**src/rv_pkg.sv**
```systemverilog
`default_nettype none

package rv_pkg;

    localparam int XLEN     = 64;
    localparam int NUM_REGS = 32;

    // rv64 major opcodes
    localparam logic [6:0] OP_LUI    = 7'b0110111;
    localparam logic [6:0] OP_AUIPC  = 7'b0010111;
    localparam logic [6:0] OP_JAL    = 7'b1101111;
    localparam logic [6:0] OP_JALR   = 7'b1100111;
    localparam logic [6:0] OP_BRANCH = 7'b1100011;
    localparam logic [6:0] OP_LOAD   = 7'b0000011;
    localparam logic [6:0] OP_STORE  = 7'b0100011;
    localparam logic [6:0] OP_IMM    = 7'b0010011;
    localparam logic [6:0] OP_IMM_W  = 7'b0011011;
    localparam logic [6:0] OP_REG    = 7'b0110011;
    localparam logic [6:0] OP_REG_W  = 7'b0111011;

    typedef logic [XLEN-1:0]             xlen_t;
    typedef logic [31:0]                 inst_t;
    typedef logic [$clog2(NUM_REGS)-1:0] reg_idx_t;
    typedef logic [10:0]                 alu_op_t;   // lui sra srl sll xor or and sltu slt sub add
    typedef logic [1:0]                  src1_sel_t; // pc rs1
    typedef logic [4:0]                  src2_sel_t; // 4 imm_s imm_u imm_i rs2
    typedef logic [6:0]                  npc_sel_t;  // bge blt bne beq jalr jal seq
    typedef logic [3:0]                  mem_mask_t; // byte half word double

    typedef struct packed {
        alu_op_t   alu_op;
        src1_sel_t src1_sel;
        src2_sel_t src2_sel;
        npc_sel_t  npc_sel;
        logic      cmp_unsigned;
        logic      word;
        logic      rf_we;
        logic      mem_ena;
        logic      mem_wen;
        mem_mask_t mem_mask;
        logic      load_unsigned;
        logic      illegal;
        xlen_t     imm;
    } ctrl_t;

    typedef struct packed {
        logic      valid;
        logic      illegal;
        reg_idx_t  rd;
        logic      rd_we;
        xlen_t     rd_value;
        xlen_t     next_pc;
        logic      mem_ena;
        logic      mem_wen;
        xlen_t     mem_addr;
        xlen_t     mem_wdata;
        mem_mask_t mem_mask;
    } retire_t;

endpackage

`default_nettype wire

```
**src/rv_regfile.sv**
```systemverilog
`timescale 1ns/100ps
`default_nettype none

module rv_regfile
    import rv_pkg::*;
(
    input  logic     clk,
    input  logic     arst_n,
    input  reg_idx_t rs1,
    input  reg_idx_t rs2,
    output xlen_t    rs1_data,
    output xlen_t    rs2_data,
    input  logic     wr_en,
    input  reg_idx_t wr_idx,
    input  xlen_t    wr_data
);
    xlen_t regs [1:NUM_REGS-1]; // x0 has no storage

    always_ff @(posedge clk or negedge arst_n) begin
        if (!arst_n) begin
            for (int i = 1; i < NUM_REGS; i++) begin
                regs[i] <= '0;
            end
        end else if (wr_en && (wr_idx != '0)) begin
            regs[wr_idx] <= wr_data;
        end
    end

    assign rs1_data = (rs1 == '0) ? '0 : regs[rs1];
    assign rs2_data = (rs2 == '0) ? '0 : regs[rs2];

    a_x0_reads_zero: assert property (@(posedge clk) disable iff (!arst_n)
        ((rs1 != '0) || (rs1_data == '0)) && ((rs2 != '0) || (rs2_data == '0)));

endmodule

`default_nettype wire

```
**config.mk**
```make
export PLATFORM = sky130hd
export DESIGN_NAME = rv_regfile
export DESIGN_NICKNAME = d
export VERILOG_FILES = /design/src/rv_pkg.sv /design/src/rv_regfile.sv
export SDC_FILE = /design/constraint.sdc
export NUM_CORES = 2
export LEC_CHECK = 0
export BUFFER_PORTS_ARGS = -buffer_cell sky130_fd_sc_hd__buf_4
export CAP_MARGIN = 20
export CORE_MARGIN = 5
export CORE_UTILIZATION = 40
export DETAILED_ROUTE_END_ITERATION = 16
export SLEW_MARGIN = 0
export SYNTH_ARGS = -nofsm -noshare
export SYNTH_HDL_FRONTEND = slang
export SYNTH_SLANG_ARGS = --single-unit
```
**constraint.sdc**
```tcl
create_clock -name clk -period 6.7 [get_ports clk]
set_clock_uncertainty 0.15 [all_clocks]
set_input_delay 1.34 -clock clk [delete_from_list [all_inputs] [get_ports clk]]
set_output_delay 1.34 -clock clk [all_outputs]
set_load 0.02 [all_outputs]
```
After elaboration in Yosys (flattened, before gate mapping)
Index checks and enable logic that the tools add are counted.

word-level totals
  flip-flop bits (word level) = 1984
  bits of input ports = 82
  output and inout bits = 128

operators by class
  $lt $le $gt $ge = 4
  muxes and demuxes = 11
  bitwise gates (word level) = 3
  reduce and logical (&&, ||, !) cells = 5

operator list
  kind                  count
  $bwmux W1984          1
  $bmux W64 S5          2
  $mux W64              7
  $demux W64 S5         1
  $ge A6 B6 Y1 const B  3
  $not A5 Y6            3
  $logic_not A5 Y1      2
  $lt A6 B1 Y1 const B  1
  $reduce_bool A5 Y1    1
  $logic_and A1 B1 Y1   2

Longest topological paths before layout
  word-level depth = 6
  depth in mapped cells = 10
  mapped depth without buffers = 5

Worst setup path before layout
OpenSTA, ideal clock, no wires.

  path type = input port to output port
  start point = input rs2[1]
  end point = output rs2_data[5]
  arrival = 3.137 ns
  required time = 5.210 ns
  slack = 2.073 ns
  cell stages on the path = 8
  cell sequence = buf_2 buf_2 buf_2 buf_1 mux4_2 mux2_2 o211ai_1 o21ai_0

between the ends
  cells in the longest elaborated chain, start to end = 5

RTL lines
  what                                          RTL line          RTL
  from (decl)                                   rv_regfile.sv:10  input reg_idx_t rs2,
  $not A5 Y6 (implied by the code)              rv_regfile.sv:30  assign rs2_data = (rs2 == '0) ? '0 : regs[rs2];
  $bmux W64 S5                                  rv_regfile.sv:30
  $mux W64 (implied by the code) (2 in series)  rv_regfile.sv:30
  $mux W64 *                                    rv_regfile.sv:30
  to (decl)                                     rv_regfile.sv:12  output xlen_t rs2_data,

Every way passes the cells marked *; elsewhere a longest branch is shown, timed or not. The select of a mux whose other input is x is not followed.

Worst setup path after layout
  start point = input rs1[0]
  end point = output rs1_data[16]

between the ends
  cells in the longest elaborated chain, start to end = 5

RTL lines
  what                                          RTL line          RTL
  from (decl)                                   rv_regfile.sv:9   input reg_idx_t rs1,
  $not A5 Y6 (implied by the code)              rv_regfile.sv:29  assign rs1_data = (rs1 == '0) ? '0 : regs[rs1];
  $bmux W64 S5                                  rv_regfile.sv:29
  $mux W64 (implied by the code) (2 in series)  rv_regfile.sv:29
  $mux W64 *                                    rv_regfile.sv:29
  to (decl)                                     rv_regfile.sv:11  output xlen_t rs1_data,

Marks and branches as above.

==> results_dict.tcl <==
set metrics [dict create \
    track_usage_pct 25.8 \
    cts_made_buffers 220 \
    reg2reg_depth 1 \
    critPathRequiredTime_ns 5.21 \
    critPathLaunchType "input pin" \
    maxSlewViolCount 0 \
    drive_gt1_share_pct 50.4 \
    post-cts-setup-buffers 0 \
    cts_max_path_buffers 3 \
    cts_tree "yes" \
    path_delay_family "simple AND/OR/NAND/NOR gates" \
    netlist_instances 7449 \
    regMostFlops "regs" \
    rr_endpoint "regs[1699]" \
    dieArea_sq_um 277000 \
    rr_startpoint "regs[1699]" \
    layout_min_cycle_time_ns 5.69 \
    crit_arrival_ns 4.20 \
    numPortBuffers 209 \
    path_clk_slew_ns 0.06 \
    htree_levels 4 \
    ant_nets 0 \
    wire_per_inst_um 32.9 \
    grt_max_degree 178 \
    maxCapViolCount 0 \
    yosysWarnings 0 \
    viasPerCell 6.33 \
    dp_hpwl_um 209000 \
    io_pins 210 \
    p_sw_share_pct 28.2 \
    synth_seq_cells 1984 \
    cts_sinks 1984 \
    syn_to_final_growth_pct 12.2 \
    final.setup.tns_ns 0 \
    endpoint "rs1_data[16]" \
    p_comb_share_pct 21.2 \
    crit_path_max_fanout 38 \
    drt_pre_antenna_iters 6 \
    p_int_w 0.0260 \
    drc_errors 0 \
    pwr-share-clk_pct 34.3 \
    holdCritPathClass "input pin to asynchronous set/reset pin" \
    vias 70000 \
    crit_path_start "rs1[0]" \
    critPathCaptureType "primary output" \
    path_class "input pin to primary output" \
    setup_viol 0 \
    max_stage_delay_ns 0.67 \
    insertion_delay_ns 0.86 \
    die_w_um 526 \
    cts_hold_buf 0 \
    ir_drop_mv 0.236 \
    syn_nets 7531 \
    p_leak_nw 52.0 \
    pwr-share-seq_pct 44.4 \
    synth_area_sq_um 107000 \
    min_period_over_period_pct 84.9 \
    die_y_um 526 \
    status "completed" \
    finalWeightedCongestion 0.807 \
    syn_avg_cell_area_sq_um 14.3 \
    top_regs "regs (1984)" \
    p_sw_w 0.0102 \
    start_util_pct 40.2 \
    rows 189 \
    fin_nets 7408 \
    crit_top_cell "buf_4" \
    grt_overflow_total 0 \
    drt-total-wl_um 364000 \
    reg2reg_slack_ns 5.72 \
    ys_types 44 \
    rsz0062_at_grt "no" \
    power_density_nw_per_um2 303 \
    largest_reg_flops 1984 \
    slew_headroom_pct 19.1 \
    grt_pass1_vias 72800 \
    antenna_found_initial 21 \
    cts_resized 0 \
    slowest_stage "nor2b_4" \
    ys_seq_area_share_pct 46.5 \
    fin_util_pct 45.1 \
    drtIter0Drc 6471 \
    crit_buf_inv 3 \
    worst_slew_pin_slew_ns 1.21 \
    max_freq_mhz 176 \
    grt_pass1_wl_um 532000 \
    hold_viol 0 \
    path_cells "buf_8 -> nor2b_4 -> buf_4 -> nand2_1 -> nand3_1 -> o21ai_0 -> or3_1 -> buf_4" \
    path_depth 8 \
    cts-root-buf "clkbuf_16" \
    coreArea_sq_um 265000 \
]
[placed cells by master, fill, tap and decap left out, types with 6 or more instances in the layout]
| cell type | netlist | final |
|---|---|---|
| o221ai_1 | 15 | 15 |
| a221oi_1 | 119 | 119 |
| nand2_4 | 0 | 14 |
| mux2i_1 | 458 | 458 |
| inv_6 | 0 | 6 |
| or3_1 | 16 | 15 |
| mux2_4 | 6 | 6 |
| nor2b_4 | 0 | 7 |
| bufinv_16 | 0 | 14 |
| o21ai_0 | 105 | 105 |
| nor3_1 | 88 | 88 |
| buf_8 | 0 | 8 |
| a21oi_1 | 121 | 121 |
| buf_4 | 41 | 372 |
| nand3_1 | 19 | 17 |
| clkbuf_16 | 0 | 222 |
| o211ai_1 | 79 | 79 |
| a22oi_1 | 75 | 75 |
| diode_2 | 0 | 13 |
| a211o_1 | 9 | 9 |
| clkbuf_1 | 446 | 64 |
| buf_12 | 0 | 74 |
| a311oi_1 | 8 | 8 |
| nor2b_1 | 121 | 111 |
| o22ai_1 | 9 | 9 |
| a31oi_1 | 68 | 68 |
| dfrtp_1 | 1984 | 1984 |
| nor2_4 | 0 | 14 |
| clkinv_2 | 0 | 32 |
| clkbuf_8 | 0 | 57 |
| nor2_1 | 98 | 89 |
| a21o_1 | 9 | 9 |
| nand2_1 | 253 | 239 |
| mux4_2 | 748 | 748 |
| o32a_1 | 18 | 18 |
| mux2_2 | 2178 | 2178 |
[worst min-delay path by stage]
| stage | startpoint | to | cells after the start |
|---|---|---|---|
| after floorplan | regs[1795] | regs[1795] | 1 |
| after global placement | regs[1798] | regs[1798] | 1 |
| after detailed placement | regs[1795] | regs[1795] | 1 |
| after CTS | arst_n | regs[337] | 1 |
| after global routing | arst_n | regs[337] | 1 |
| final | arst_n | regs[337] | 1 |
[kinds of logic after synthesis]
| group | count (synthesis) | share of synthesized area (%) |
|---|---|---|
| buffers and inverters | 803 | 3.37 |
| DFF | 1984 | 46.5 |
| and+or+nand+nor | 620 | 2.69 |
| AOI/OAI and AO/OA | 651 | 4.21 |
| muxes | 3391 | 43.2 |
[per-stage QoR]
stage / worst slack [ns] / power (W) / hold slack, ns / cell area, sq um / instances
floorplan: 2.07 / 0.0214 / 0.341 / 107000 / 7449
global placement: 1.03 / 0.0236 / 0.348 / 112000 / 10600
detailed placement: 1.05 / 0.0239 / 0.359 / 112000 / 10600
CTS: 1.04 / 0.0364 / 0.303 / 120000 / 11000
global route: 0.903 / 0.0377 / 0.311 / 120000 / 11000
finish: 1.01 / 0.0362 / 0.291 / 120000 / 11100
[routing by layer]
layer	vias to the layer above	GRT usage [%]	part of all wire (%)
met1	38300	35.5	42
met5	-	0	0.0060
met3	689	4.94	6.8
met2	2705	41.2	47
li1	28300	-	-
met4	4	9.06	4.0
[power by group through the flow]
stage               clock, W  combinational [W]  sequential (W)
floorplan                  0            0.00577          0.0156
global placement           0            0.00755          0.0161
detailed placement         0            0.00772          0.0162
CTS                   0.0126            0.00774          0.0160
global route          0.0131            0.00829          0.0163
finish                0.0124            0.00770          0.0161
[cell usage after synthesis (all sizes together)]
library cell	instances	share of area [%]
mux2	2185	23
or4	1	0.0070
a311oi	8	0.066
clkbuf	446	1.6
a2111oi	4	0.033
nor2	105	0.39
and3	2	0.012
o32a	18	0.17
o221ai	15	0.12
a211oi	4	0.028
a22oi	75	0.53
nand2	254	0.90
a31oi	68	0.40
nand4b	1	0.0082
mux4	748	16
nand3	19	0.089
o211ai	79	0.56
o21ai	105	0.49
a221oi	120	0.99
and2	4	0.023
nand2b	8	0.047
buf	356	1.8
nor3	88	0.41
dfrtp	1984	47
o31ai	1	0.020
mux2i	458	4.3
a21oi	121	0.57
a21o	9	0.063
nor2b	121	0.71
inv	1	0.0035
a211o	9	0.074
nand4	1	0.0059
or3	16	0.094
o22ai	9	0.053
o22a	4	0.033
a22o	2	0.016
[final cells by class]
| cell class | instances | area (sq um) |
|---|---|---|
| inverters | 1 | 6.26 |
| flip-flops and latches | 1984 | 49600 |
| clock inverters | 63 | 806 |
| diodes | 13 | 32.5 |
| multi-input cells | 4662 | 53700 |
| fillers | 23400 | 146000 |
| well taps | 3533 | 4420 |
| repair buffers | 457 | 4460 |
| clock buffers | 342 | 6570 |
Power figures use the tool's default switching activity.
