## src/rv_pkg.sv

```systemverilog
`default_nettype none

package rv_pkg;

    localparam int XLEN     = 64;
    localparam int NUM_REGS = 32;

    // rv64 major opcodes
    localparam logic [6:0] OP_LUI    = 7'b0110111;
    localparam logic [6:0] OP_AUIPC  = 7'b0010111;
    localparam logic [6:0] OP_JAL    = 7'b1101111;
    localparam logic [6:0] OP_JALR   = 7'b1100111;
    localparam logic [6:0] OP_BRANCH = 7'b1100011;
    localparam logic [6:0] OP_LOAD   = 7'b0000011;
    localparam logic [6:0] OP_STORE  = 7'b0100011;
    localparam logic [6:0] OP_IMM    = 7'b0010011;
    localparam logic [6:0] OP_IMM_W  = 7'b0011011;
    localparam logic [6:0] OP_REG    = 7'b0110011;
    localparam logic [6:0] OP_REG_W  = 7'b0111011;

    typedef logic [XLEN-1:0]             xlen_t;
    typedef logic [31:0]                 inst_t;
    typedef logic [$clog2(NUM_REGS)-1:0] reg_idx_t;
    typedef logic [10:0]                 alu_op_t;   // lui sra srl sll xor or and sltu slt sub add
    typedef logic [1:0]                  src1_sel_t; // pc rs1
    typedef logic [4:0]                  src2_sel_t; // 4 imm_s imm_u imm_i rs2
    typedef logic [6:0]                  npc_sel_t;  // bge blt bne beq jalr jal seq
    typedef logic [3:0]                  mem_mask_t; // byte half word double

    typedef struct packed {
        alu_op_t   alu_op;
        src1_sel_t src1_sel;
        src2_sel_t src2_sel;
        npc_sel_t  npc_sel;
        logic      cmp_unsigned;
        logic      word;
        logic      rf_we;
        logic      mem_ena;
        logic      mem_wen;
        mem_mask_t mem_mask;
        logic      load_unsigned;
        logic      illegal;
        xlen_t     imm;
    } ctrl_t;

    typedef struct packed {
        logic      valid;
        logic      illegal;
        reg_idx_t  rd;
        logic      rd_we;
        xlen_t     rd_value;
        xlen_t     next_pc;
        logic      mem_ena;
        logic      mem_wen;
        xlen_t     mem_addr;
        xlen_t     mem_wdata;
        mem_mask_t mem_mask;
    } retire_t;

endpackage

`default_nettype wire

```

## src/rv_decoder.sv

```systemverilog
`timescale 1ns/100ps
`default_nettype none

module rv_decoder
    import rv_pkg::*;
(
    input  inst_t inst,
    output ctrl_t ctrl
);
    logic [6:0] opcode;
    logic [2:0] funct3;
    logic [6:0] funct7;
    logic       f7_zero, f7_alt, sh_zero, sh_alt;
    logic       op_reg, op_reg_w, op_imm, op_imm_w, arith, reg_form;
    logic       inst_lui, inst_auipc, inst_jal, inst_jalr;
    logic       branch, load, store;
    xlen_t      imm_i, imm_s, imm_b, imm_u, imm_j;

    assign opcode  = inst[6:0];
    assign funct3  = inst[14:12];
    assign funct7  = inst[31:25];
    assign f7_zero = funct7 == 7'b0000000;
    assign f7_alt  = funct7 == 7'b0100000;
    assign sh_zero = funct7[6:1] == 6'b000000; // rv64 shamt reaches bit 25
    assign sh_alt  = funct7[6:1] == 6'b010000;

    // arithmetic classes accept only the legal funct7 per funct3
    assign op_reg = (opcode == OP_REG)
                  & (f7_zero | (f7_alt & ((funct3 == 3'b000) | (funct3 == 3'b101))));
    assign op_reg_w = (opcode == OP_REG_W)
                    & ((f7_zero & ((funct3 == 3'b000) | (funct3 == 3'b001) | (funct3 == 3'b101)))
                    | (f7_alt & ((funct3 == 3'b000) | (funct3 == 3'b101))));
    assign op_imm = (opcode == OP_IMM)
                  & ((funct3 == 3'b001) ? sh_zero :
                     (funct3 == 3'b101) ? (sh_zero | sh_alt) : 1'b1);
    assign op_imm_w = (opcode == OP_IMM_W)
                    & ((funct3 == 3'b000) | ((funct3 == 3'b001) & f7_zero)
                    | ((funct3 == 3'b101) & (f7_zero | f7_alt)));
    assign arith    = op_reg | op_reg_w | op_imm | op_imm_w;
    assign reg_form = op_reg | op_reg_w;

    assign inst_lui   = opcode == OP_LUI;
    assign inst_auipc = opcode == OP_AUIPC;
    assign inst_jal   = opcode == OP_JAL;
    assign inst_jalr  = (opcode == OP_JALR) & (funct3 == 3'b000);
    assign branch     = (opcode == OP_BRANCH) & (funct3[2:1] != 2'b01);
    assign load       = (opcode == OP_LOAD) & (funct3 != 3'b111);
    assign store      = (opcode == OP_STORE) & ~funct3[2];

    assign imm_i = {{52{inst[31]}}, inst[31:20]};
    assign imm_s = {{52{inst[31]}}, inst[31:25], inst[11:7]};
    assign imm_b = {{51{inst[31]}}, inst[31], inst[7], inst[30:25], inst[11:8], 1'b0};
    assign imm_u = {{32{inst[31]}}, inst[31:12], 12'b0};
    assign imm_j = {{43{inst[31]}}, inst[31], inst[19:12], inst[20], inst[30:21], 1'b0};

    assign ctrl.alu_op = {inst_lui,
                          arith & (funct3 == 3'b101) & inst[30],      // sra
                          arith & (funct3 == 3'b101) & ~inst[30],     // srl
                          arith & (funct3 == 3'b001),
                          arith & (funct3 == 3'b100),
                          arith & (funct3 == 3'b110),
                          arith & (funct3 == 3'b111),
                          (arith & (funct3 == 3'b011)) | (branch & funct3[1]),
                          (arith & (funct3 == 3'b010)) | (branch & funct3[2] & ~funct3[1]),
                          (arith & (funct3 == 3'b000) & reg_form & inst[30])
                              | (branch & ~funct3[2]),
                          (arith & (funct3 == 3'b000) & ~(reg_form & inst[30]))
                              | inst_auipc | inst_jal | inst_jalr | load | store};

    assign ctrl.src1_sel = {inst_auipc | inst_jal | inst_jalr,
                            arith | branch | load | store};
    assign ctrl.src2_sel = {inst_jal | inst_jalr,
                            store,
                            inst_lui | inst_auipc,
                            op_imm | op_imm_w | load,
                            reg_form | branch};
    assign ctrl.npc_sel = {branch & funct3[2] & funct3[0],
                           branch & funct3[2] & ~funct3[0],
                           branch & (funct3 == 3'b001),
                           branch & (funct3 == 3'b000),
                           inst_jalr,
                           inst_jal,
                           ~(inst_jal | inst_jalr | branch)}; // illegal falls through too

    assign ctrl.cmp_unsigned  = branch & funct3[1];
    assign ctrl.word          = op_reg_w | op_imm_w;
    assign ctrl.rf_we         = arith | inst_lui | inst_auipc | inst_jal | inst_jalr | load;
    assign ctrl.mem_ena       = load | store;
    assign ctrl.mem_wen       = store;
    // funct3[1:0] is log2 of the size so 3 gives double in bit 0
    assign ctrl.mem_mask      = (load | store) ? (4'b0001 << (2'd3 - funct3[1:0])) : 4'b0000;
    assign ctrl.load_unsigned = load & funct3[2];
    assign ctrl.illegal       = ~(arith | inst_lui | inst_auipc | inst_jal | inst_jalr
                                | branch | load | store);
    assign ctrl.imm = store                   ? imm_s :
                      branch                  ? imm_b :
                      (inst_lui | inst_auipc) ? imm_u :
                      inst_jal                ? imm_j : imm_i;

    always_comb begin
        assert ($onehot0(ctrl.alu_op));
        assert ($onehot0(ctrl.mem_mask));
        assert (!(ctrl.illegal && ctrl.rf_we));
    end

endmodule

`default_nettype wire

```

## config.mk

```make
export PLATFORM = sky130hd
export DESIGN_NAME = rv_decoder
export DESIGN_NICKNAME = d
export VERILOG_FILES = /design/src/rv_pkg.sv /design/src/rv_decoder.sv
export SDC_FILE = /design/constraint.sdc
export NUM_CORES = 1
export LEC_CHECK = 0
export BUFFER_PORTS_ARGS = -buffer_cell sky130_fd_sc_hd__buf_4
export CAP_MARGIN = 5
export CORE_ASPECT_RATIO = 0.7
export CORE_MARGIN = 2
export CORE_UTILIZATION = 29
export DETAILED_ROUTE_END_ITERATION = 6
export GPL_TIMING_DRIVEN = 0
export PLACE_DENSITY_LB_ADDON = 0.08
export SETUP_SLACK_MARGIN = 0.4
export SYNTH_ARGS = -nofsm -noshare
export SYNTH_HDL_FRONTEND = slang
export SYNTH_SLANG_ARGS = --single-unit
```

## constraint.sdc

```tcl
create_clock -name vclk -period 3.45
set_clock_uncertainty 0.15 [all_clocks]
set_input_delay 0.5175 -clock vclk [all_inputs]
set_output_delay 0.5175 -clock vclk [all_outputs]
set_load 0.005 [all_outputs]
```

# After elaboration in Yosys (flattened, before gate mapping)

Cells that the tools add are included.

Flip-flop bits (word level): 0
Input bits: 32
Output and inout port bits: 100
Logic and storage cells: 117

$add $sub $neg: 1
Equal/unequal tests: 22
Shifts and indexed selects: 1
Mux-type cells: 7
Bitwise operators: 83
Reductions and logical operators: 3

Operators with widths:

| cell                  | number |
|---|---|
| $mux W31              | 3 |
| $or A1 B1 Y1          | 41 |
| $and A1 B1 Y1         | 35 |
| $eq A7 B6 Y1 const B  | 5 |
| $eq A7 B5 Y1 const B  | 3 |
| $eq A7 B7 Y1 const B  | 3 |
| $mux W20              | 1 |
| $eq A3 B3 Y1 const B  | 4 |
| $eq A7 B2 Y1 const B  | 1 |
| $logic_not A7 Y1      | 1 |
| $not A1 Y1            | 7 |
| $eq A3 B2 Y1 const B  | 2 |
| $eq A6 B5 Y1 const B  | 1 |
| $logic_not A6 Y1      | 1 |
| $mux W4               | 1 |
| $shl A1 B2 Y4 const A | 1 |
| $eq A3 B1 Y1 const B  | 1 |
| $logic_not A3 Y1      | 1 |
| $ne A3 B3 Y1 const B  | 1 |
| $mux W1               | 2 |
| $ne A2 B1 Y1 const B  | 1 |
| $sub A2 B2 Y2 const A | 1 |

# Logic depth before layout (Yosys ltp)

Depth after elaboration: 17
Mapped depth: 8

# Worst setup path before layout

No wires, ideal clock.

Path kind: input to output
Start point: input port inst[3]
End point: output port ctrl[97] (netlist name)
Data arrival time: 1763 ps
Data required time: 2782 ps
Setup slack: 1020 ps
Stages: 5
Path buffers: 1
Cell sequence: clkbuf_1 -> or4_4 -> o2bb2ai_2 -> nor2_2 -> nor4_1

RTL lines:

| item               | line            | RTL |
|---|---|---|
| start: declaration | rv_decoder.sv:7 | `input inst_t inst,` |
| end: declaration   | rv_decoder.sv:8 | `output ctrl_t ctrl` |

==> metrics.md <==
| Metric | Value |
|---|---|
| Crit end category | `primary output` |
| Status | `complete, no violations` |
| I/O Buffers | `130` |
| Nets | `352` |
| Unrepaired setup endpoints after global routing | `false` |
| Least-Margin Pin Slew | `0.5521 ns` |
| Final core utilization | `56.87%` |
| Syn Std Cell Area | `1190 um2` |
| Syn_nets | `220` |
| Initial DRC count | `45` |
| Final hold vios | `0` |
| Worst Hold Class | `in -> out` |
| Metal3 WL | `322 um` |
| HP Start | `inst[16]` |
| Drt first pass iters | `4` |
| Yosys warnings | `0` |
| RD Place Congestion | `0.8617` |
| Delay-heaviest family, CP | `simple AND/OR/NAND/NOR gates` |
| Worst path max stage delay | `0.46 ns` |
| Die H | `57.59 um` |
| Routed WL per cell | `12.75 um` |
| Arrival @ worst endpoint | `2.14 ns` |
| Hold-fix buffers at CTS | `0` |
| Core area | `3923 um2` |
| Ranking of synthesized cells by area | `buf_4 (24%), a21o_1 (13%), nand2_1 (5.7%)` |
| Area leader, netlist | `buf_4` |
| CP Max Fanout | `8` |
| # diodes | `0` |
| Multi-input gate area | `825.8 um2` |
| Global-route wire length before repair | `7113 um` |
| Critical path type | `in -> out` |
| Wire length on met1 | `2300 um` |
| Worst Path Required | `2.78 ns` |
| Top cell type's share of synthesized area | `23.97%` |
| Relative slew margins | `63.06%` |
| Syn_area_per_cell | `6.329 um2` |
| Crit path launch type | `input port` |
| Post-Syn Instances | `188` |
| Leak pwr | `1.318 nW` |
| Yosys cell types | `38` |
| Power per Cell Area | `92.27 nW/um2` |
| CP Launch Point | `inst[27]` |
| Pin count of the biggest net entering global routing | `38` |
| Max cap viols | `0` |
| Via density | `4.557` |
| Max IR drop VDD | `0.07476 mV` |
| Top Metal Used | `met3` |
| Area taken by flip-flops and latches | `0 um2` |
| Min Tclk post-route | `2.805 ns` |
| Ports | `132` |
| Sequential cell area fraction in the yosys report | `0%` |
| Area of the die | `4639 um2` |
| Chip width | `80.56 um` |
| Tcrit/Tclk final | `81.31%` |
| Antenna violations before repair | `0` |
| Total GRT Usage | `18.45%` |
| Cell Count, Final, Fillers Out | `370` |
| Residual DRC count | `0` |
| Initial Util | `30.33%` |
| Seq_cells | `0` |
| Buffers & Inverters on Critical Path | `2` |
| Post-CTS Setup Bufs | `0` |
| # clk buffers | `0` |
| Crit-path slowest cell | `nor4b_4` |
| Fin Setup TNS | `0 ns` |
| Post-DP HPWL | `3915 um` |
| Core Rows | `19` |
| Vias in the first global route | `1416` |
| DR vias | `1686` |
| Overflow after GRT | `0` |
| Post-CTS resize count | `0` |
| Final Max Slew Viols | `0` |
| DR WL met2 | `2095 um` |
| Post-DRT Antenna Nets | `0` |
| Setup Viol. Count Final | `0` |
| WL final | `4718 um` |
| Peak Freq | `356.5 MHz` |
| Share of cells above drive strength 1 | `57.55%` |
| Layout area overhead | `87.49%` |
| FILL cells | `402` |
| Critical Path Most Common Cell | `buf_4` |
| Placed Cells | `370` |
| CP cell instances | `buf_4 > nor4_2 > a31oi_1 > nor4b_4 > nor2_2 > nor4_1 > buf_4` |
==> cells by family (layout without fill, tap and decap cells) <==
logic type,Yosys count,count (layout),share of synthesized area (%)
AND/OR/NAND/NOR,89,89,43.01
buffers and inverters,56,186,30.60
AO/OA/AOI/OAI,42,42,25.55
multiplexers,1,1,0.8413
==> synthesized netlist by cell type, drive strengths merged (5+ instances only) <==
cell / number
buf: 42
a21o: 21
nor2: 20
nand2: 18
nor3: 10
and2: 9
inv: 9
nand3: 8
o21ai: 8
nor4: 6
a21oi: 5
clkbuf: 5
==> final cells by class <==
type	instances	area share, %
plain buffers	47	14.81
inverters	9	1.514
multi-input cells	132	37.02
well taps	52	2.916
repair buffers	130	43.75
==> metrics by stage <==
stage / worst slack, ns / hold slack (ns) / cell area [um2] / power [mW]
2_1_floorplan: 1.020 / 0.9203 / 1190 / 0.08761
3_3_place_gp: 0.6402 / 1.151 / 2231 / 0.2052
3_5_place_dp: 0.6431 / 1.148 / 2231 / 0.2067
4_1_cts: 0.6507 / 1.152 / 2231 / 0.2073
5_1_grt: 0.4430 / 1.165 / 2231 / 0.2225
6_report: 0.6449 / 1.149 / 2231 / 0.2058
==> power breakdown <==
group          leakage [nW]  internal (mW)  switching, mW  total, mW
clock network             0              0              0          0
logic                  1.32          0.120         0.0854      0.206
registers                 0              0              0          0
total                  1.32          0.120         0.0854      0.206
==> worst paths after layout <==
| check | to | slack, ns | cells after the start |
|---|---|---|---|
| worst min-delay path | ctrl[16] | 1.15 | 3 |
| worst max-delay path | ctrl[98] | 0.64 | 7 |
==> cell usage in the layout, fill, tap and decap left out, types with 2 or more instances in the layout <==
cell,synthesis,layout
nor3_1,10,10
nor2_2,2,2
a21oi_1,5,5
buf_2,3,3
o32ai_2,2,2
o21ai_0,8,8
a21o_1,21,21
nor4_2,2,2
nand2b_1,3,3
nand2_1,18,18
inv_1,8,8
nor4_1,4,4
buf_4,38,168
a31oi_1,2,2
nand3b_1,3,3
clkbuf_1,5,5
nor2_1,18,18
nand3_1,8,8
and2_1,9,9
==> routing by layer <==
metal	vias to the layer above	global-route usage, %
met5	-	0
met4	0	0
met3	0	1.424
met2	53	30.36
met1	757	28.00
li1	876	-
No activity file was read; power rests on OpenSTA's default activity.
