$ cat src/rv_pkg.sv
`default_nettype none

package rv_pkg;

    localparam int XLEN     = 64;
    localparam int NUM_REGS = 32;

    // rv64 major opcodes
    localparam logic [6:0] OP_LUI    = 7'b0110111;
    localparam logic [6:0] OP_AUIPC  = 7'b0010111;
    localparam logic [6:0] OP_JAL    = 7'b1101111;
    localparam logic [6:0] OP_JALR   = 7'b1100111;
    localparam logic [6:0] OP_BRANCH = 7'b1100011;
    localparam logic [6:0] OP_LOAD   = 7'b0000011;
    localparam logic [6:0] OP_STORE  = 7'b0100011;
    localparam logic [6:0] OP_IMM    = 7'b0010011;
    localparam logic [6:0] OP_IMM_W  = 7'b0011011;
    localparam logic [6:0] OP_REG    = 7'b0110011;
    localparam logic [6:0] OP_REG_W  = 7'b0111011;

    typedef logic [XLEN-1:0]             xlen_t;
    typedef logic [31:0]                 inst_t;
    typedef logic [$clog2(NUM_REGS)-1:0] reg_idx_t;
    typedef logic [10:0]                 alu_op_t;   // lui sra srl sll xor or and sltu slt sub add
    typedef logic [1:0]                  src1_sel_t; // pc rs1
    typedef logic [4:0]                  src2_sel_t; // 4 imm_s imm_u imm_i rs2
    typedef logic [6:0]                  npc_sel_t;  // bge blt bne beq jalr jal seq
    typedef logic [3:0]                  mem_mask_t; // byte half word double

    typedef struct packed {
        alu_op_t   alu_op;
        src1_sel_t src1_sel;
        src2_sel_t src2_sel;
        npc_sel_t  npc_sel;
        logic      cmp_unsigned;
        logic      word;
        logic      rf_we;
        logic      mem_ena;
        logic      mem_wen;
        mem_mask_t mem_mask;
        logic      load_unsigned;
        logic      illegal;
        xlen_t     imm;
    } ctrl_t;

    typedef struct packed {
        logic      valid;
        logic      illegal;
        reg_idx_t  rd;
        logic      rd_we;
        xlen_t     rd_value;
        xlen_t     next_pc;
        logic      mem_ena;
        logic      mem_wen;
        xlen_t     mem_addr;
        xlen_t     mem_wdata;
        mem_mask_t mem_mask;
    } retire_t;

endpackage

`default_nettype wire

$ cat src/rv_next_pc.sv
`timescale 1ns/100ps
`default_nettype none

module rv_next_pc
    import rv_pkg::*;
(
    input  ctrl_t ctrl,
    input  xlen_t pc,
    input  xlen_t rs1_data,
    input  xlen_t rs2_data,
    input  xlen_t sum,
    output xlen_t next_pc
);
    logic  eq, lt, is_branch, cond;
    xlen_t seq_pc, rel_pc;

    assign eq = rs1_data == rs2_data;
    assign lt = ctrl.cmp_unsigned ? (rs1_data < rs2_data)
                                  : ($signed(rs1_data) < $signed(rs2_data));

    assign is_branch = |ctrl.npc_sel[6:3];
    assign cond = (ctrl.npc_sel[3] & eq) | (ctrl.npc_sel[4] & ~eq)
                | (ctrl.npc_sel[5] & lt) | (ctrl.npc_sel[6] & ~lt);

    assign seq_pc = pc + xlen_t'(4);
    assign rel_pc = pc + ctrl.imm;    // jal and branch targets

    assign next_pc = ({XLEN{ctrl.npc_sel[0] | (is_branch & ~cond)}} & seq_pc)
                   | ({XLEN{ctrl.npc_sel[1] | cond}} & rel_pc)
                   | ({XLEN{ctrl.npc_sel[2]}} & {sum[XLEN-1:1], 1'b0});

endmodule

`default_nettype wire

$ cat config.mk
export PLATFORM = sky130hd
export DESIGN_NAME = rv_next_pc
export DESIGN_NICKNAME = d
export VERILOG_FILES = /design/src/rv_pkg.sv /design/src/rv_next_pc.sv
export SDC_FILE = /design/constraint.sdc
export NUM_CORES = 1
export LEC_CHECK = 0
export BUFFER_PORTS_ARGS = -buffer_cell sky130_fd_sc_hd__buf_2
export CORE_AREA = 10 10 155 157
export DETAILED_ROUTE_END_ITERATION = 16
export DIE_AREA = 0 0 165 167
export GPL_TIMING_DRIVEN = 0
export PLACE_DENSITY = 0.7
export SLEW_MARGIN = 20
export SYNTH_ARGS = -nofsm -noshare
export SYNTH_HDL_FRONTEND = slang
export SYNTH_SLANG_ARGS = --single-unit
$ cat constraint.sdc
create_clock -name vclk -period 10.1
set_clock_uncertainty 0.1 [all_clocks]
set_input_delay 1.515 -clock vclk [all_inputs]
set_output_delay 1.515 -clock vclk [all_outputs]
set_load 0.01 [all_outputs]
# Word level (Yosys, flattened, before mapping)

Cells that the tools add are included.

Output and inout port bits: 64
Input port bits: 356
Bits in registers: 0
Logic and storage cells: 25

$lt $le $gt $ge: 2
Equality and inequality tests: 1
Multiplexer cells: 1
Bitwise operators: 18
Add/subtract/negate cells: 2
Reductions and logical operators: 1

Operator list:

| kind                                           | number |
|---|---|
| AND 64 bit                                     | 3 |
| less-than comparator 64 bit                    | 2 |
| bitwise OR 64 bit                              | 2 |
| adder 64 x 3 -> 64 bit (second input constant) | 1 |
| adder 64 bit                                   | 1 |
| == test 64 bit                                 | 1 |
| AND 1 bit                                      | 5 |
| bitwise OR 1 bit                               | 5 |
| OR reduction 4 bit                             | 1 |
| NOT 1 bit                                      | 3 |
| two-way mux 1 bit                              | 1 |

# Longest topological paths before layout

Gate-level depths: netlist of run 1.

Depth in word-level cells: 12
Mapped depth: 14
Gate-level depth less buffers: 13

# Worst setup path before layout of run 1

OpenSTA, ideal clock, no wires.

Kind: input port to output port
From: in rs2_data[55]
To: out next_pc[48]
Cell stages on the path: 13
Data required time: 8485 ps
Arrival time: 4606 ps
Path buffers: 0
Setup slack: 3879 ps
Path through: inv_1 > ha_1 > nand4_1 > or4_4 > nor3_2 > nand3_1 > or4_1 > mux2_4 > nor4_1 > mux2i_1 > nand2_4 > or4_1 > o211ai_1

Cells in the longest elaborated chain, start to end: 12
Elaborated cells between the ends (all ways): 21
Those cells by class: order compare: 2; eq/ne: 1; mux: 1; bitwise: 17

RTL lines:

| element                                                             | line             | text |
|---|---|---|
| start, declared                                                     | rv_next_pc.sv:10 | `input xlen_t rs2_data,` |
| branches (longest 5 deep; another with less-than comparator 64 bit) | -                |  |
| bitwise OR 1 bit (*)                                                | rv_next_pc.sv:23 | `\| (ctrl.npc_sel[5] & lt) \| (ctrl.npc_sel[6] & ~lt);` |
| NOT 1 bit                                                           | rv_next_pc.sv:28 | `assign next_pc = ({XLEN{ctrl.npc_sel[0] \| (is_branch & ~cond)}} & seq_pc)` |
| AND 1 bit                                                           | rv_next_pc.sv:28 |  |
| bitwise OR 1 bit                                                    | rv_next_pc.sv:28 |  |
| AND 64 bit                                                          | rv_next_pc.sv:28 |  |
| bitwise OR 64 bit (*)                                               | rv_next_pc.sv:29 | `\| ({XLEN{ctrl.npc_sel[1] \| cond}} & rel_pc)` |
| bitwise OR 64 bit (*)                                               | rv_next_pc.sv:30 | `\| ({XLEN{ctrl.npc_sel[2]}} & {sum[XLEN-1:1], 1'b0});` |
| end, declared                                                       | rv_next_pc.sv:12 | `output xlen_t next_pc` |

Every way passes the cells marked *.

# Worst setup path after layout of run 1

From: in ctrl[0] in the netlist's numbering
To: out next_pc[48]

Cells in the longest elaborated chain, start to end: 4

RTL lines:

| element           | line             | text |
|---|---|---|
| start, declared   | rv_next_pc.sv:7  | `input ctrl_t ctrl,` |
| adder 64 bit      | rv_next_pc.sv:26 | `assign rel_pc = pc + ctrl.imm;` |
| AND 64 bit        | rv_next_pc.sv:29 |  |
| bitwise OR 64 bit | rv_next_pc.sv:29 |  |
| bitwise OR 64 bit | rv_next_pc.sv:30 |  |

Every way passes these cells.

==> summary.md, run 1 <==
| Metric | Value |
|---|---|
| DIE HEIGHT | `167 um` |
| Nets | `a little under 2000` |
| Synth area leaders | `ha_1, xor2_1, o221ai_1` |
| Synth Instances | `1057` |
| Tcrit/Tclk final | `73.8%` |
| Remaining global-route overflow | `0` |
| Drc violations | `0` |
| Avg Cell Area, Syn | `6.82 um2` |
| Max-slew violations | `0` |
| Buf/Inv on CP | `2` |
| Max-cap violation count | `0` |
| Fin cells | `1727` |
| Ys Warns | `0` |
| First-pass GRT wire length | `51200 um` |
| HP Class | `in2out` |
| Core outline area | `20800 um2` |
| Sequential area share after synthesis | `0%` |
| RSZ-0062 raised after global routing | `no` |
| GRT met2 Usage | `between 30% and 40%` |
| Kind of end point of the critical path | `primary output` |
| First-pass DRT Iterations | `5` |
| CP Class | `in2out` |
| Setup crit start kind | `primary input` |
| Required @ worst endpoint | `between 8000 and 9000 ps` |
| Fin crit period | `about 7500 ps` |
| Total nets after synthesis | `about 1500` |
| Setup Buffers After CTS | `0` |
| Boundary Pins | `420` |
| Final setup viols | `0` |
| Hold-fix buffers, CTS | `0` |
| Max frequency | `134 MHz` |
| Synth Cell Area | `7210 um2` |
| WHS Path Cells | `4` |
| Top delay family on crit path | `compound AO/OA/AOI/OAI gates` |
| Seq Cell Count | `0` |
| IO buf count | `390` |
| Vias in the first global route | `between 9000 and 10000` |
| Area added between synthesis and finish | `32.0%` |
| Met1 Use GR | `26.8%` |
| Commonest non-fill, non-tap cell in the layout | `buf_2` |
| WHS Endpoint | `next_pc[19]` |
| Initial DRC count | `523` |
| Layout cell share with drive strength beyond 1 | `roughly 28%` |
| Yosys top cell by area | `ha_1` |
| Horiz. Die Dim | `around 170 um` |
| Clock buffers | `0` |
| Top Usage Layer GRT | `met2` |
| Rows | `53` |
| Initial Utilization | `34.6%` |
| Post-DP HPWL | `30200 um` |
| Hold path startpoint | `sum[19]` |
| DP Cell Count | `1722` |
| Status | `finished clean` |
| Sum Neg Setup Slack | `0 ps` |
| Post-synthesis cell type count | `61` |
| Most frequent cells in the layout | `buf_2, nand2_1, ha_1, inv_1, a21oi_1` |
| Critical path fanouts, max | `4` |
| Critical Path AT | `5840 ps` |
| Register area | `0 um2` |
| Routed len/inst | `19.7 um` |
| Largest net degree at the start of global routing | `11` |
| Routed wire length | `roughly 34000 um` |
| Fill count | `between 2000 and 2500` |
| Resize count post-CTS | `0` |
| Vias | `9505` |
| Relative slew slack | `38.5%` |
| Initial antenna violation count | `8` |
| GR Layer Usage met3 | `5.25%` |
| Slowest CP cell | `a221oi_1` |
| Cell chain of the critical path | `buf_2 > ha_1 > fa_1 > a211oi_1 > o21ai_0 > a21oi_2 > o21ai_0 > a21oi_1 > o21a_1 > o21ai_1 > a221oi_1 > mux2i_1 > or4_1 > o211ai_1 > buf_2` |
| Synth top area share | `roughly 22%` |
| Worst-Margin Slew | `919 ps` |
| GP Congestion | `0.969` |
| Slowest stage delay, CP | `680 ps` |
| Die area | `~28000 um2` |
| Final ANT Viol Nets | `0` |
| Vias per cell | `between 5 and 6` |
| GRT Overall Usage | `between 20% and 30%` |
| Final hold vios | `0` |
[metal layers]
metal  up-vias  wire length, um
li1       4713                -
met5         -               13
met4         2              921
met2       465            16100
met3        51             3040
met1      4274            13900
[worst max path at each step]
stage | start | endpoint | slack [ps] | depth (start not counted)
floorplan | rs2_data[55] | next_pc[48] | 3880 | 13
global placement | rs2_data[63] | next_pc[61] | 2760 | 14
detailed placement | rs2_data[63] | next_pc[61] | 2770 | 14
CTS | ctrl[0] | next_pc[48] | 2730 | 15
global route | ctrl[0] | next_pc[48] | 2490 | 15
finish | ctrl[0] | next_pc[48] | 2650 | 15
[through the flow]
step | area [um2] | worst slack [ps] | util [%] | hold slack, ps
2_1_floorplan | 7210 | 3880 | - | 3060
3_3_place_gp | 9510 | 2760 | 45.7 | 3240
3_5_place_dp | 9510 | 2770 | 45.7 | 3240
4_1_cts | 9510 | 2730 | 45.7 | 3240
5_1_grt | 9510 | 2490 | 45.7 | 3260
6_report | 9520 | 2650 | 45.7 | 3240
[area by class of cell]
type | instances | area (um2) | area share, %
Antenna cell | 5 | 12.5 | 0.131
Tap cell | 275 | 344 | 3.61
Multi-Input combinational cell | 934 | 6710 | 70.5
Buffer | 34 | 169 | 1.77
Inverter | 89 | 334 | 3.51
Timing Repair Buffer | 390 | 1950 | 20.5
[kinds of logic after synthesis]
kind of cell    after synthesis  share of synthesized area [%]
compound gates              324                           30.9
xor+xnor                    120                           14.6
fa+ha+maj                   129                           22.5
buf+inv                     123                           6.98
mux                           8                           1.18
simple gates                353                           23.9
[synth_stat cells, drive strengths merged, types with 3 or more instances]
cell	n
o211ai	4
and2	6
a211oi	13
o21ai	46
o21a	5
nand2	130
and4	7
clkbuf	28
a221oi	3
nand3	43
and3	19
nand4	35
or2	4
mux2i	7
a21o	59
nand2b	8
nor2b	11
ha	128
nor4	7
xor2	66
inv	89
o221ai	63
o21bai	11
or4	5
a31oi	8
xnor2	54
buf	6
a21oi	84
o31ai	5
nor2	54
or3	7
nor3	14
==> run 2, diff against run 1 <==
--- a/config.mk
+++ b/config.mk
@@ -6,11 +6,12 @@
 export NUM_CORES = 1
 export LEC_CHECK = 0
 export BUFFER_PORTS_ARGS = -buffer_cell sky130_fd_sc_hd__buf_2
-export CORE_AREA = 10 10 155 157
+export CORE_ASPECT_RATIO = 0.6
+export CORE_MARGIN = 10
+export CORE_UTILIZATION = 42
 export DETAILED_ROUTE_END_ITERATION = 16
-export DIE_AREA = 0 0 165 167
 export GPL_TIMING_DRIVEN = 0
-export PLACE_DENSITY = 0.7
+export PLACE_DENSITY = 0.84
 export SLEW_MARGIN = 20
 export SYNTH_ARGS = -nofsm -noshare
 export SYNTH_HDL_FRONTEND = slang
==> constraint.sdc (replaced) <==
create_clock -name vclk -period 6.4
set_clock_uncertainty 0.1 [all_clocks]
set_input_delay 0.96 -clock vclk [all_inputs]
set_output_delay 0.96 -clock vclk [all_outputs]
set_load 0.01 [all_outputs]
==> run 2 against run 1 <==
Net effect:
- utilization is 12 points higher
- via count increased by 3.4%
- routed wire length increased by 1.8%
- sequential share of layout area stayed put
- worst setup slack got worse by 2500 ps
- first-iteration DRC count increased by 51%
- hold slack got worse by 1100 ps
- flip-flop and latch count did not move
- largest cell class unchanged
==> summary.md, run 2 (synthesis results as in run 1) <==
| Metric | Value |
|---|---|
| HP Class | `in2out` |
| DIE HEIGHT | `121 um` |
| Final hold slack | `roughly 2100 ps` |
| Die area | `23000 um2` |
| Vias per cell | `just under 6` |
| Crit path launch | `rs1_data[57]` |
| Slowest CP cell | `a31oi_2` |
| First-pass DRT Iterations | `5` |
| Area added between synthesis and finish | `31.2%` |
| Vias in the first global route | `~9500` |
| Layout cell share with drive strength beyond 1 | `28.5%` |
| First-pass GRT wire length | `approximately 52000 um` |
| Stages on the worst setup path | `15` |
| CP Class | `in2out` |
| Post-Route Utilization | `57.2%` |
| Slowest stage delay, CP | `720 ps` |
| DP Area | `9450 um2` |
| Worst-Margin Slew | `850 ps` |
| Boundary Pins | `420` |
| Seq Cell Count | `0` |
| Commonest non-fill, non-tap cell in the layout | `buf_2` |
| Buf/Inv on CP | `3` |
| Sum Neg Setup Slack | `0 ps` |
| Worst vdd ir | `0.0495 mV` |
| Post-DP HPWL | `about 30000 um` |
| Nets | `1934` |
| Fin crit period | `roughly 6200 ps` |
| Initial DRC count | `792` |
| GP Congestion | `between 0.9 and 1` |
| Sequential power share | `0%` |
| Final hold vios | `0` |
| Power per cell area | `94.4 nW/um2` |
| Vias | `slightly below 10000` |
| Final ANT Viol Nets | `0` |
| Critical path fanouts, max | `10` |
| RSZ-0062 raised after global routing | `no` |
| Critical Path AT | `5180 ps` |
| Clock buffers | `0` |
| Drc violations | `0` |
| IO buf count | `390` |
| Register area | `0 um2` |
| Top delay family on crit path | `compound AO/OA/AOI/OAI gates` |
| Max-slew violations | `0` |
| Required @ worst endpoint | `~5300 ps` |
| Switching pwr | `slightly above 0.5 mW` |
| Horiz. Die Dim | `189 um` |
| Clock network fraction of total power | `0%` |
| Final setup viols | `0` |
| P_int | `0.381 mW` |
| Setup crit start kind | `primary input` |
| Core outline area | `~17000 um2` |
| Cell chain of the critical path | `buf_2 > ha_1 > a21o_1 > a21o_1 > a21oi_1 > o211ai_1 > a221oi_1 > o21ai_0 > nor2_1 > xnor2_1 > mux2i_1 > a31oi_2 > clkbuf_1 > o221ai_1 > buf_2` |
| Kind of end point of the critical path | `primary output` |
| Leak pwr | `roughly 4.9 nW` |
| Initial Utilization | `43.6%` |
| Initial antenna violation count | `4` |
| Most frequent cells in the layout | `buf_2, nand2_1, ha_1, inv_1, a21oi_1` |
| Largest net degree at the start of global routing | `11` |
| GRT Overall Usage | `about 28%` |
| Switching share of power | `~57%` |
| Setup Buffers After CTS | `0` |
| Worst Setup EP | `next_pc[56]` |
| Status | `finished clean` |
| Max frequency | `160 MHz` |
| Max-cap violation count | `0` |
| Routed wire length | `roughly 35000 um` |
| Final Cell Area | `9460 um2` |
| Relative slew slack | `roughly 43%` |
| Rows | `36` |
| Power Total | `between 0.8 and 0.9 mW` |
| Routed len/inst | `20.6 um` |
| Tcrit/Tclk final | `97.5%` |
| Power share of the combinational group | `100.0%` |
| Remaining global-route overflow | `0` |
run 2: changes by cell type in the layout (fill, tap and decap cells not counted):
cell,change
a221oi_2,+1
a221oi_1,-1
diode_2,-2
run 2: final cells by class:
cell class / instances / area (um2)
Multi-Input combinational cell: 934 / 6710
Inverter: 89 / 334
Fill cell: 1644 / 7070
Antenna cell: 3 / 7.51
Buffer: 34 / 169
Tap cell: 228 / 285
Timing Repair Buffer: 390 / 1950
run 2: metal layers:
layer,part of all wire (%),GRT usage (%),up-vias
met2,44,43.9,531
li1,-,-,4719
met5,0.098,0,-
met4,1.5,4.54,4
met1,44,37.4,4536
met3,10,6.54,42
run 2: repair_timing:
action | in CTS | in global routing
setup endpoints to repair | 0 | 1
hold buffers | 0 | 0
resized for setup | 0 | 1
run 2: worst min path at each step:
stage | start | end | slack [ps] | cells after the start
final | sum[42] | next_pc[42] | 2120 | 4
after detailed placement | sum[42] | next_pc[42] | 2120 | 4
after floorplan | sum[63] | next_pc[63] | 1950 | 2
after global routing | sum[42] | next_pc[42] | 2140 | 4
after global placement | sum[43] | next_pc[43] | 2120 | 4
after CTS | sum[42] | next_pc[42] | 2120 | 4
run 2: power groups by stage:
| stage | Sequential [mW] | Clock, mW | Combinational [mW] |
|---|---|---|---|
| after floorplan | 0 | 0 | 0.525 |
| after global placement | 0 | 0 | 0.860 |
| after detailed placement | 0 | 0 | 0.872 |
| after CTS | 0 | 0 | 0.878 |
| after global routing | 0 | 0.0000000418 | 0.971 |
| final | 0 | 0.0000000629 | 0.893 |
run 2: worst min-delay path, delay by kind of cell:
| kind | cells | cell delay, ps |
|---|---|---|
| buf+inv | 2 | 200 |
| compound gates | 1 | 50 |
| simple gates | 1 | 40 |
run 2: metrics by stage:
step                std cells  setup slack (ps)
finish                   1678               157
global route             1677              24.5
CTS                      1675               271
detailed placement       1675               282
global placement         1675               289
floorplan                1057              1290
No activity file was read; power rests on OpenSTA's default activity.
